### src/core_pkg.sv
/*
 * Shared widths and types of the channelised integer core.
 * The datapath is 16-bit integer only and the register file holds four banks.
 * Opcode values 8 to 15 are illegal and raise the fault status.
 */
`default_nettype none

package core_pkg;

    ////////////////////////////////////////
    // Sizes
    ////////////////////////////////////////
    localparam int data_w       = 16;
    localparam int reg_per_ch   = 16;
    localparam int reg_w        = 4;
    localparam int max_channels = 4;
    localparam int ch_w         = 2;
    localparam int istore_depth = 64;
    localparam int pc_w         = 6;

    // Cycles between the last fetch and the done pulse, less the writeback edge
    localparam int pipe_drain   = 3;

    ////////////////////////////////////////
    // Types
    ////////////////////////////////////////
    typedef logic [data_w-1:0] data_t;

    typedef struct packed {
        logic [ch_w-1:0]  channel;
        logic [reg_w-1:0] index;
    } reg_addr_t;

    typedef enum logic [3:0] {
        NOP = 4'd0,
        LDI = 4'd1,
        ADD = 4'd2,
        SUB = 4'd3,
        AND = 4'd4,
        OR  = 4'd5,
        XOR = 4'd6,
        SHL = 4'd7
    } opcode_e;

    // Opcode kept as raw bits so that illegal values survive the store
    typedef struct packed {
        logic [3:0]       opcode;
        logic [reg_w-1:0] dest;
        logic [reg_w-1:0] src_a;
        logic [reg_w-1:0] src_b;
        data_t            imm;
    } instr_t;

    typedef struct packed {
        logic            valid;
        logic [ch_w-1:0] channel;
    } fetch_t;

    typedef struct packed {
        logic      valid;
        opcode_e   opcode;
        reg_addr_t dest;
        data_t     operand_a;
        data_t     operand_b;
        data_t     imm;
    } op_t;

    typedef struct packed {
        logic      valid;
        reg_addr_t addr;
        data_t     data;
    } wb_t;

endpackage

`default_nettype wire

### src/core_control.sv
/*
 * Program sequencer. Each instruction is fetched once per active channel
 * before the pc moves on. n_channels and program_size are sampled live and
 * must stay stable while busy. n_channels of 0 behaves as 1.
 */
`default_nettype none

module core_control import core_pkg::*; (
    input  wire logic            clock,
    input  wire logic            arst_n,
    input  wire logic            run,
    input  wire logic [ch_w:0]   n_channels,
    input  wire logic [pc_w:0]   program_size,
    input  wire logic            illegal,
    output logic      [pc_w-1:0] istore_addr,
    output fetch_t               fetch,
    output logic                 busy,
    output logic                 done,
    output logic                 fault
);

    typedef enum logic [1:0] {
        IDLE,
        FETCH,
        DRAIN
    } state_e;

    state_e          state;
    logic [pc_w-1:0] pc;
    logic [ch_w-1:0] ch;
    logic [1:0]      drain_cnt;
    logic            last_ch;
    logic            last_pc;

    assign last_ch     = ({1'b0, ch} + 1'b1) >= n_channels;
    assign last_pc     = ({1'b0, pc} + 1'b1) >= program_size;
    assign istore_addr = pc;
    assign busy        = (state != IDLE);

    always_ff @(posedge clock or negedge arst_n) begin
        if (!arst_n) begin
            state     <= IDLE;
            pc        <= '0;
            ch        <= '0;
            drain_cnt <= '0;
            fetch     <= '0;
            done      <= 1'b0;
            fault     <= 1'b0;
        end else begin
            done          <= 1'b0;
            // Tag travels beside the word the store returns next cycle
            fetch.valid   <= (state == FETCH);
            fetch.channel <= ch;
            case (state)
                IDLE: begin
                    if (run) begin
                        pc        <= '0;
                        ch        <= '0;
                        drain_cnt <= 2'(pipe_drain - 1);
                        state     <= (program_size == '0) ? DRAIN : FETCH;
                    end
                end
                FETCH: begin
                    drain_cnt <= 2'(pipe_drain - 1);
                    if (last_ch) begin
                        ch <= '0;
                        if (last_pc) begin
                            state <= DRAIN;
                        end else begin
                            pc <= pc + 1'b1;
                        end
                    end else begin
                        ch <= ch + 1'b1;
                    end
                end
                DRAIN: begin
                    // Last writeback lands at the edge that leaves this state
                    if (drain_cnt == '0) begin
                        state <= IDLE;
                        done  <= 1'b1;
                    end else begin
                        drain_cnt <= drain_cnt - 1'b1;
                    end
                end
                default: state <= IDLE;
            endcase
            // Sticky until the next accepted run
            if (state == IDLE && run) begin
                fault <= 1'b0;
            end else if (illegal) begin
                fault <= 1'b1;
            end
        end
    end

endmodule

`default_nettype wire

### src/core_istore.sv
/*
 * Instruction memory with a host write port and one registered fetch read.
 * Host writes are only legal while the core is idle. Contents are not reset.
 */
`default_nettype none

module core_istore import core_pkg::*; (
    input  wire logic            clock,
    input  wire logic            prog_wr,
    input  wire logic [pc_w-1:0] prog_addr,
    input  wire instr_t          prog_data,
    input  wire logic [pc_w-1:0] fetch_addr,
    output instr_t               fetch_word
);

    instr_t mem [istore_depth];

    always_ff @(posedge clock) begin
        if (prog_wr) begin
            mem[prog_addr] <= prog_data;
        end
    end

    // One cycle fetch latency
    always_ff @(posedge clock) begin
        fetch_word <= mem[fetch_addr];
    end

endmodule

`default_nettype wire

### src/core_decode.sv
/*
 * Decode stage. Splits the fetched word, reads both operands from the
 * register file combinationally and registers them into op_t.
 * Illegal opcodes are dropped and reported with a one-cycle strobe.
 */
`default_nettype none

module core_decode import core_pkg::*; (
    input  wire logic   clock,
    input  wire logic   arst_n,
    input  wire fetch_t fetch,
    input  wire instr_t word,
    output reg_addr_t   read_addr_a,
    output reg_addr_t   read_addr_b,
    input  wire data_t  read_data_a,
    input  wire data_t  read_data_b,
    output op_t         op,
    output logic        illegal
);

    logic      legal;
    logic      valid_q;
    opcode_e   opcode_q;
    reg_addr_t dest_q;
    data_t     operand_a_q;
    data_t     operand_b_q;
    data_t     imm_q;

    // Register addresses are qualified by the channel of this fetch
    assign read_addr_a = '{channel: fetch.channel, index: word.src_a};
    assign read_addr_b = '{channel: fetch.channel, index: word.src_b};

    assign legal = (word.opcode <= SHL);

    always_ff @(posedge clock or negedge arst_n) begin
        if (!arst_n) begin
            valid_q <= 1'b0;
            illegal <= 1'b0;
        end else begin
            valid_q <= fetch.valid && legal;
            illegal <= fetch.valid && !legal;
        end
    end

    ////////////////////////////////////////
    // Operand payload
    ////////////////////////////////////////
    always_ff @(posedge clock) begin
        opcode_q    <= opcode_e'(word.opcode);
        dest_q      <= '{channel: fetch.channel, index: word.dest};
        operand_a_q <= read_data_a;
        operand_b_q <= read_data_b;
        imm_q       <= word.imm;
    end

    assign op = '{
        valid:     valid_q,
        opcode:    opcode_q,
        dest:      dest_q,
        operand_a: operand_a_q,
        operand_b: operand_b_q,
        imm:       imm_q
    };

endmodule

`default_nettype wire

### src/core_regfile.sv
/*
 * Channelised register file, 16 registers in each of 4 banks.
 * Writes happen at the clock edge and all reads are combinational.
 * Writeback wins over a host write. Contents are not reset.
 */
`default_nettype none

module core_regfile import core_pkg::*; (
    input  wire logic      clock,
    input  wire wb_t       wb,
    input  wire reg_addr_t read_addr_a,
    input  wire reg_addr_t read_addr_b,
    output data_t          read_data_a,
    output data_t          read_data_b,
    input  wire logic      host_wr,
    input  wire reg_addr_t host_addr,
    input  wire data_t     host_wdata,
    output data_t          host_rdata
);

    // Channel field is the upper part of the flat index
    data_t regs [max_channels*reg_per_ch];

    always_ff @(posedge clock) begin
        if (wb.valid) begin
            regs[wb.addr] <= wb.data;
        end else if (host_wr) begin
            regs[host_addr] <= host_wdata;
        end
    end

    ////////////////////////////////////////
    // Read ports
    ////////////////////////////////////////
    assign read_data_a = regs[read_addr_a];
    assign read_data_b = regs[read_addr_b];
    assign host_rdata  = regs[host_addr];

endmodule

`default_nettype wire

### src/core_execute.sv
/*
 * Integer ALU stage. Results wrap modulo 2^16 and SHL uses the low
 * four bits of operand b. NOP produces no writeback.
 */
`default_nettype none

module core_execute import core_pkg::*; (
    input  wire logic clock,
    input  wire logic arst_n,
    input  wire op_t  op,
    output wb_t       wb
);

    data_t     result;
    logic      valid_q;
    reg_addr_t addr_q;
    data_t     data_q;

    always_comb begin
        case (op.opcode)
            LDI:     result = op.imm;
            ADD:     result = op.operand_a + op.operand_b;
            SUB:     result = op.operand_a - op.operand_b;
            AND:     result = op.operand_a & op.operand_b;
            OR:      result = op.operand_a | op.operand_b;
            XOR:     result = op.operand_a ^ op.operand_b;
            SHL:     result = op.operand_a << op.operand_b[3:0];
            default: result = '0;
        endcase
    end

    always_ff @(posedge clock or negedge arst_n) begin
        if (!arst_n) begin
            valid_q <= 1'b0;
        end else begin
            valid_q <= op.valid && (op.opcode != NOP);
        end
    end

    ////////////////////////////////////////
    // Writeback payload
    ////////////////////////////////////////
    always_ff @(posedge clock) begin
        addr_q <= op.dest;
        data_q <= result;
    end

    assign wb = '{valid: valid_q, addr: addr_q, data: data_q};

endmodule

`default_nettype wire

### src/core_top.sv
/*
 * Four-stage channelised compute core: fetch, decode, execute, writeback.
 * No interlocks or forwarding. A result is visible to instructions fetched
 * three or more cycles later. Host ports are only legal while not busy.
 */
`default_nettype none

module core_top import core_pkg::*; (
    input  wire logic            clock,
    input  wire logic            arst_n,
    input  wire logic            run,
    input  wire logic [ch_w:0]   n_channels,
    input  wire logic [pc_w:0]   program_size,
    input  wire logic            prog_wr,
    input  wire logic [pc_w-1:0] prog_addr,
    input  wire instr_t          prog_data,
    input  wire logic            host_wr,
    input  wire reg_addr_t       host_addr,
    input  wire data_t           host_wdata,
    output wire data_t           host_rdata,
    output wire logic            busy,
    output wire logic            done,
    output wire logic            fault
);

    wire logic [pc_w-1:0] istore_addr;
    wire fetch_t          fetch;
    wire instr_t          fetch_word;
    wire reg_addr_t       read_addr_a;
    wire reg_addr_t       read_addr_b;
    wire data_t           read_data_a;
    wire data_t           read_data_b;
    wire op_t             op;
    wire logic            illegal;
    wire wb_t             wb;

    ////////////////////////////////////////
    // Fetch
    ////////////////////////////////////////
    core_control control0 (
        .clock(clock),
        .arst_n(arst_n),
        .run(run),
        .n_channels(n_channels),
        .program_size(program_size),
        .illegal(illegal),
        .istore_addr(istore_addr),
        .fetch(fetch),
        .busy(busy),
        .done(done),
        .fault(fault)
    );

    core_istore istore0 (
        .clock(clock),
        .prog_wr(prog_wr),
        .prog_addr(prog_addr),
        .prog_data(prog_data),
        .fetch_addr(istore_addr),
        .fetch_word(fetch_word)
    );

    ////////////////////////////////////////
    // Decode, execute and writeback
    ////////////////////////////////////////
    core_decode decode0 (
        .clock(clock),
        .arst_n(arst_n),
        .fetch(fetch),
        .word(fetch_word),
        .read_addr_a(read_addr_a),
        .read_addr_b(read_addr_b),
        .read_data_a(read_data_a),
        .read_data_b(read_data_b),
        .op(op),
        .illegal(illegal)
    );

    core_execute execute0 (
        .clock(clock),
        .arst_n(arst_n),
        .op(op),
        .wb(wb)
    );

    core_regfile regfile0 (
        .clock(clock),
        .wb(wb),
        .read_addr_a(read_addr_a),
        .read_addr_b(read_addr_b),
        .read_data_a(read_data_a),
        .read_data_b(read_data_b),
        .host_wr(host_wr),
        .host_addr(host_addr),
        .host_wdata(host_wdata),
        .host_rdata(host_rdata)
    );

endmodule

`default_nettype wire

### config.mk
export PLATFORM = sky130hd
export DESIGN_NAME = core_top
export DESIGN_NICKNAME = d
export VERILOG_FILES = /design/src/core_pkg.sv /design/src/core_control.sv /design/src/core_istore.sv /design/src/core_decode.sv /design/src/core_regfile.sv /design/src/core_execute.sv /design/src/core_top.sv
export SDC_FILE = /design/constraint.sdc
export NUM_CORES = 2
export LEC_CHECK = 0
export BUFFER_PORTS_ARGS = -buffer_cell sky130_fd_sc_hd__clkbuf_2
export CAP_MARGIN = 10
export CORE_MARGIN = 2
export CORE_UTILIZATION = 35
export DETAILED_ROUTE_END_ITERATION = 10
export PLACE_DENSITY = 0.54
export SLEW_MARGIN = 20
export SYNTH_ARGS = -nofsm -noshare
export SYNTH_HDL_FRONTEND = slang
export SYNTH_SLANG_ARGS = --single-unit
### constraint.sdc
create_clock -name clock -period 4.3 [get_ports clock]
set_input_delay 0.43 -clock clock [delete_from_list [all_inputs] [get_ports clock]]
set_output_delay 0.43 -clock clock [all_outputs]
set_load 0.02 [all_outputs]
# Yosys cells after proc, flatten, opt, wreduce, memory -nomap -nowiden
# Memory sizes are Yosys's and may differ from the RTL's. A register that Yosys moved wholly into a read port is not among the register bits.
# Index checks and enable logic that the tools add are counted.
# Widths: inputs -> output; s select.
word_totals:
  register_bits: 68
  mem_bits_rw: 3072
  output_inout_bits: 19
  wordCells: 98
  n_memories: 2
mem_list:
  columns: ["name", "depth", "width", "read_ports", "rd_ports_with_merged_regs", "write_ports", "line", "rtl"]
  rows:
  - ["istore0.mem", 64, 32, 1, 1, 1, "core_istore.sv:16", "instr_t mem [istore_depth];"]
  - ["regfile0.regs", 64, 16, 3, 2, 1, "core_regfile.sv:22", "data_t regs [max_channels*reg_per_ch];"]
op_classes:
  add_sub_neg: 7
  order_cmp: 3
  n_eq_ne: 15
  shifts: 1
  n_mux: 31
  bitwise_logic: 3
  n_reduce_logical: 18
op_table:
  columns: ["cell", "n"]
  rows:
  - ["$pmux 16 s7", 1]
  - ["$mux 6", 4]
  - ["$mux 2", 9]
  - ["$add 16x16->16", 1]
  - ["$and 16x16->16", 1]
  - ["$eq 4x3->1 const B", 4]
  - ["$mux 16", 1]
  - ["$or 16x16->16", 1]
  - ["$reduce_or 16->1", 1]
  - ["$shl 16x4->16", 1]
  - ["$sub 16x16->16", 1]
  - ["$xor 16x16->16", 1]
  - ["$mux 1", 12]
  - ["$pmux 2 s3", 2]
  - ["$pmux 6 s2", 1]
  - ["$eq 4x2->1 const B", 2]
  - ["$reduce_and 4->1", 2]
  - ["$add 6x1->7 const B", 1]
  - ["$ge 7x7->1", 1]
  - ["$logic_not 7->1", 1]
  - ["$add 6x1->6 const B", 1]
  - ["$ne 2x1->1 const B", 3]
  - ["$ne 2x2->1 const B", 3]
  - ["$reduce_bool 2->1", 3]
  - ["other kinds (16)", 20]

# Longest topological paths before layout
depth:
  word_depth: 5
  depth_mapped: 15
  ltp_nobuf: 12

# Hierarchy
# A second synthesis with hierarchy kept.
hier_totals:
  hier_cells: 7055
  area_unflattened_um2: 140592.3
by_module_without_submodules:
  columns: ["module", "instances", "cells_per_inst", "area_per_inst_um2", "seq_area_each_um2"]
  rows:
  - ["core_istore", 1, 3324, 78515.3, 62139.6]
  - ["core_regfile", 1, 3126, 56396.6, 30749.5]
  - ["core_execute", 1, 415, 3255.6, 465.4]
  - ["core_decode", 1, 75, 1325.0, 1211.2]
  - ["core_control", 1, 115, 1099.8, 425.4]

# Worst setup path after synthesis
# Ideal clock, no wire load.
synth_path:
  path_kind: "reg2reg"
  from: "register decode0.operand_b_q[0], read port of regfile0.regs"
  to: "register execute0.data_q[13]"
  setup_ns: 0.136
  arrival_time_ns: 2.998
  t_required_ns: 4.164
  path_slack_ns: 1.166
  stages_incl_launch_ff: 16
  n_path_buf: 3
  synth_period_minus_slack_ns: 3.134
  path_cell_list: "dfxtp_1 buf_2 buf_2 inv_1 ha_1 a31o_2 o21a_1 xnor2_1 ha_1 clkbuf_1 a21oi_1 o21ai_0 or3_1 o21ai_0 xor2_1 o211ai_1"
synth_between:
  elab_chain_cells: 2
  elab_cells_between_ends: 4
  classes_between: "2 x add/sub; 1 x shift; 1 x mux"
synth_rtl:
  columns: ["item", "line", "rtl"]
  rows:
  - ["from (decl)", "core_decode.sv:26", "data_t operand_b_q;"]
  - ["$sub 16x16->16 (tied with other cells)", "core_execute.sv:23", "SUB: result = op.operand_a - op.operand_b;"]
  - ["$pmux 16 s7 *", "core_execute.sv:20", "case (op.opcode)"]
  - ["net execute0.result[13]", "core_execute.sv:14", "data_t result;"]
  - ["to (signal assigned)", "core_execute.sv:45", "data_q <= result;"]
  - ["to (decl)", "core_execute.sv:17", "data_t data_q;"]
# The timed path passes the listed nets; every way through them passes the cells marked *.
# A chain may end at the register's enable or synchronous reset.

==> impl_table.tex <==
\begin{tabular}{lr}
\hline
Metric & Value \\
\hline
\multicolumn{2}{l}{\textbf{Outcome}} \\
Outcome & completed \\
\multicolumn{2}{l}{\textbf{STA}} \\
TNS Setup & 0 ns \\
Shortest period the worst path allows & 4.09 ns \\
RSZ-0062 raised after global routing & no \\
Highest achievable clock rate & 0.245 GHz \\
Final hold slack & 0.0745 ns \\
Worst Clk Skew & 0.0940 ns \\
Slew Limit Headroom & 0.176 \\
Final hold violations & 0 \\
Final setup violating endpoints & 0 \\
Pin slew with the least headroom to its limit & 1.24 ns \\
Final worst path period share & 0.951 \\
Max Slew Vio Count & 0 \\
\multicolumn{2}{l}{\textbf{Pwr}} \\
Internal portion of total power & 69.2 mW \\
Lkg Pwr & 50.7 nW \\
Peak supply drop & 0.000385 V \\
Power per standard cell area & 644 nW/um\^{}2 \\
Fraction of power spent switching nets & 0.334 \\
Power share of the clock group & 0.286 \\
Share of power burned in registers & 0.370 \\
Power share of the combinational group & 0.343 \\
Sw power & 34.7 mW \\
\multicolumn{2}{l}{\textbf{Synthesis}} \\
Number of flops mapped to enable cells by yosys & 3,072 \\
Synth Cell Area & 140,000 sq um \\
Synthesized net count & 6,864 \\
FFs w/ async S/R, synth & 0.00624 \\
Sequential area share after synthesis & 0.679 \\
Synth Instances & 6,726 \\
Number of distinct library cell variants in the gate-level netlist after synthesis & 68 \\
Yosys reg bits & 3,204 \\
Top flip-flop cell by instance count after synthesis & edfxtp\_1 \\
Average cell area after synthesis & 20.8 sq um \\
Synthesis Warnings & 0 \\
\multicolumn{2}{l}{\textbf{Final layout}} \\
Area taken by flip-flops and latches & 95,000 sq um \\
Multi-input gate area in the final layout & 43,200 sq um \\
Most used cells in the layout excluding fill and tap cells & edfxtp\_1 (3,072), mux4\_2 (1,449), buf\_4 (399) \\
Fraction of final layout cells with drive strength greater than 1 & 0.361 \\
Final instance area & 161,000 sq um \\
Most common cell after layout, fill and taps aside & edfxtp\_1 \\
Fill cell count & 35,200 \\
Number of cells in the finished layout apart from fillers & 12,700 \\
Post-layout util & 0.404 \\
\# nets final & 7,317 \\
Area Growth Syn to Fin & 15.3\% \\
\multicolumn{2}{l}{\textbf{Drt}} \\
Number of design-rule violations left by the first detailed-router iteration & 8,874 \\
Vias per cell & 5.96 \\
Drt first pass iters & 6 \\
Total Wirelength & 449,000 um \\
Detail-routed net length per standard cell & 35.3 um \\
Number of nets still failing antenna checks after routing & 0 \\
DRC violation count after routing & 0 \\
Via Count & 75,800 \\
\multicolumn{2}{l}{\textbf{Global routing}} \\
Number of antenna violations at the first check in global routing & 38 \\
Via count of the first global-routing pass & 77,000 \\
GRT overflow & 0 \\
GR Util All Layers & 0.218 \\
Met3 track demand over resource in global routing & 0.0376 \\
Maximum number of pins on one net before global-route repair & 80 \\
Most congested layer reported by global routing & met2 \\
Met2 track utilization from global routing & 0.362 \\
Routing usage on met1 & 0.284 \\
Global-route wire length before repair & 623,000 um \\
\multicolumn{2}{l}{\textbf{Place}} \\
Half-perimeter wire length after placement & 283,000 um \\
Count of placed standard cells including taps & 12,100 \\
Count of input and output buffers & 93 \\
Last weighted congestion value of the routability-driven placer & 0.918 \\
Placed Area & 150,000 sq um \\
\multicolumn{2}{l}{\textbf{CTS}} \\
Total clock sinks & 3,204 \\
H-tree levels & 5 \\
TritonCTS clock tree & yes \\
\# resized after CTS & 0 \\
Cts-stage hold buffer count & 8 \\
Buffer count from post-CTS setup fixing & 0 \\
Clock Latency Late Sink & 0.97 ns \\
Clock Pin Slew Worst Setup and Hold Paths & 0.06 ns \\
Clk root buf & clkbuf\_16 \\
Buffers from clock root to sink, at most & 4 \\
Total clock buffers created by CTS & 349 \\
\multicolumn{2}{l}{\textbf{Setup path}} \\
Crit Reg-Reg Endpoint & istore0.fetch\_word[17]\$\_DFF\_P\_ \\
Arrival time worst endpoint & 3.66 ns \\
Slowest cell on crit path & nor2\_1 \\
Crit end category & output port \\
Maximum single-stage delay on the critical path & 0.67 ns \\
Startpoint-to-endpoint class of the critical path & reg -> out \\
Dominant delay contributor by cell family on the critical path & compound AO/OA/AOI/OAI gates \\
Number of cells on the worst reg-to-reg path & 7 \\
CP required & 3.87 ns \\
Peak fanout along the critical path & 3 \\
Sort of element at the start of the critical path & flop \\
Worst-path cell chain & mux4\_2, nor2b\_1, a211oi\_1, a21oi\_1, o22ai\_1, nor2\_1, buf\_4, clkbuf\_2 \\
Buffers plus inverters on the worst setup path & 2 \\
Beginning of the worst register-to-register path & control0.istore\_addr[2]\$\_DFFE\_PN0P\_ \\
Reg-to-reg setup timing slack & 0.82 ns \\
\multicolumn{2}{l}{\textbf{Worst hold path}} \\
Worst hold path endpoint & control0.ch[1]\$\_DFFE\_PN0P\_ \\
Cell depth of the worst min-delay path & 7 \\
Hold Startpoint & n\_channels[2] \\
Hold crit path type & in -> reg \\
\multicolumn{2}{l}{\textbf{Floorplanning}} \\
Total Die Area & 405,000 sq um \\
Core region area & 399,000 sq um \\
Number of cell rows & 232 \\
Num ports & 94 \\
Initial core utilization & 0.351 \\
Die Span X & 636 um \\
Die height & 636 um \\
\multicolumn{2}{l}{\textbf{Job}} \\
Max-cap check violation count & 0 \\
\hline
\end{tabular}
==> worst max path at each step <==
stage                                   startpoint                          end  cells past startpoint
CTS                 regfile0.regs[27][7]$_DFFE_PP_                host_rdata[7]                      8
global route        regfile0.regs[27][7]$_DFFE_PP_                host_rdata[7]                      8
floorplan           decode0.operand_b_q[0]$_DFF_P_  execute0.data_q[13]$_DFF_P_                     15
global placement                      host_addr[2]                host_rdata[2]                     10
detailed placement                    host_addr[2]                host_rdata[2]                     10
finish               regfile0.regs[1][4]$_DFFE_PP_                host_rdata[4]                      8
==> area by class of cell <==
class                      instances  area share
timing repair buffer             572      0.0311
tap                             5265      0.0408
clock buffer                     447      0.0585
clock inverter                   182      0.0110
multi-input combinational       2998       0.268
sequential                      3204       0.589
inverter                          54     0.00129
antenna                            6   0.0000931
==> flip-flops by register name (all words and copies together), names as in the netlist <==
register and flops:
decode0.valid_q 1, regfile0.regs 1024, execute0.valid_q 1, decode0.illegal 1, execute0.data_q 16, decode0.operand_b_q 16
control0.fetch 3, decode0.operand_a_q 16, decode0.op 6, control0.fault 1, control0.done 1, control0.istore_addr 6
execute0.wb 6, istore0.fetch_word 32, control0.state 2, control0.drain_cnt 2, istore0.mem 2048, control0.ch 2
decode0.opcode_q 4, decode0.imm_q 16
==> power groups by stage <==
stage               logic [mW]  registers [mW]  clock network [mW]
CTS                       35.9            38.5                30.3
detailed placement        35.8            39.1                   0
global route              37.4            38.5                31.4
global placement          35.7            39.1                   0
floorplan                 22.9            37.7                   0
finish                    35.7            38.5                29.7
==> Yosys cell counts (all sizes together), types with 62 or more instances <==
| master | number | share of area |
|---|---|---|
| ha | 62 | 0.0055 |
| clkbuf | 212 | 0.0057 |
| mux4 | 1449 | 0.23 |
| a21oi | 145 | 0.0052 |
| nor2b | 75 | 0.0034 |
| dfxtp | 112 | 0.016 |
| a211oi | 67 | 0.0036 |
| nand2 | 302 | 0.0081 |
| edfxtp | 3072 | 0.66 |
| mux2i | 173 | 0.012 |
| o22ai | 89 | 0.0040 |
| buf | 258 | 0.011 |
| nor2 | 192 | 0.0051 |
==> kinds of logic (layout without fill, tap and decap cells) <==
| kind of cell | Yosys count | after routing | share of synthesized area |
|---|---|---|---|
| buf+inv | 524 | 1255 | 0.0177 |
| simple gates | 729 | 729 | 0.0234 |
| compound gates | 548 | 548 | 0.0265 |
| mux | 1631 | 1631 | 0.246 |
| xor+xnor | 27 | 27 | 0.00169 |
| fa+ha+maj | 63 | 63 | 0.00569 |
| other cells | 0 | 6 | 0 |
| flops | 3204 | 3204 | 0.679 |
==> metal layers <==
layer,up-vias,share of wire,routed length [um]
met2,3753,0.49,219000
met3,797,0.078,34900
met1,41300,0.38,172000
met4,22,0.049,22100
met5,-,0.00028,126
li1,29900,-,-
==> worst reg2reg max path: cells and delay by family, from the launching register on <==
kind                   cells  cell delay (ns)
AO/OA/AOI/OAI              2             1.05
buffers and inverters      3             1.19
AND/OR/NAND/NOR            2             0.34
flip-flops                 1             0.63
==> stage by stage <==
stage                     power [mW]  setup WS, ns
after floorplan                 60.7          1.17
after global placement          74.8         0.330
after detailed placement        74.9         0.349
after CTS                        105         0.350
after global routing             107         0.287
final                            104         0.211
(Power assumes the default switching activity.)
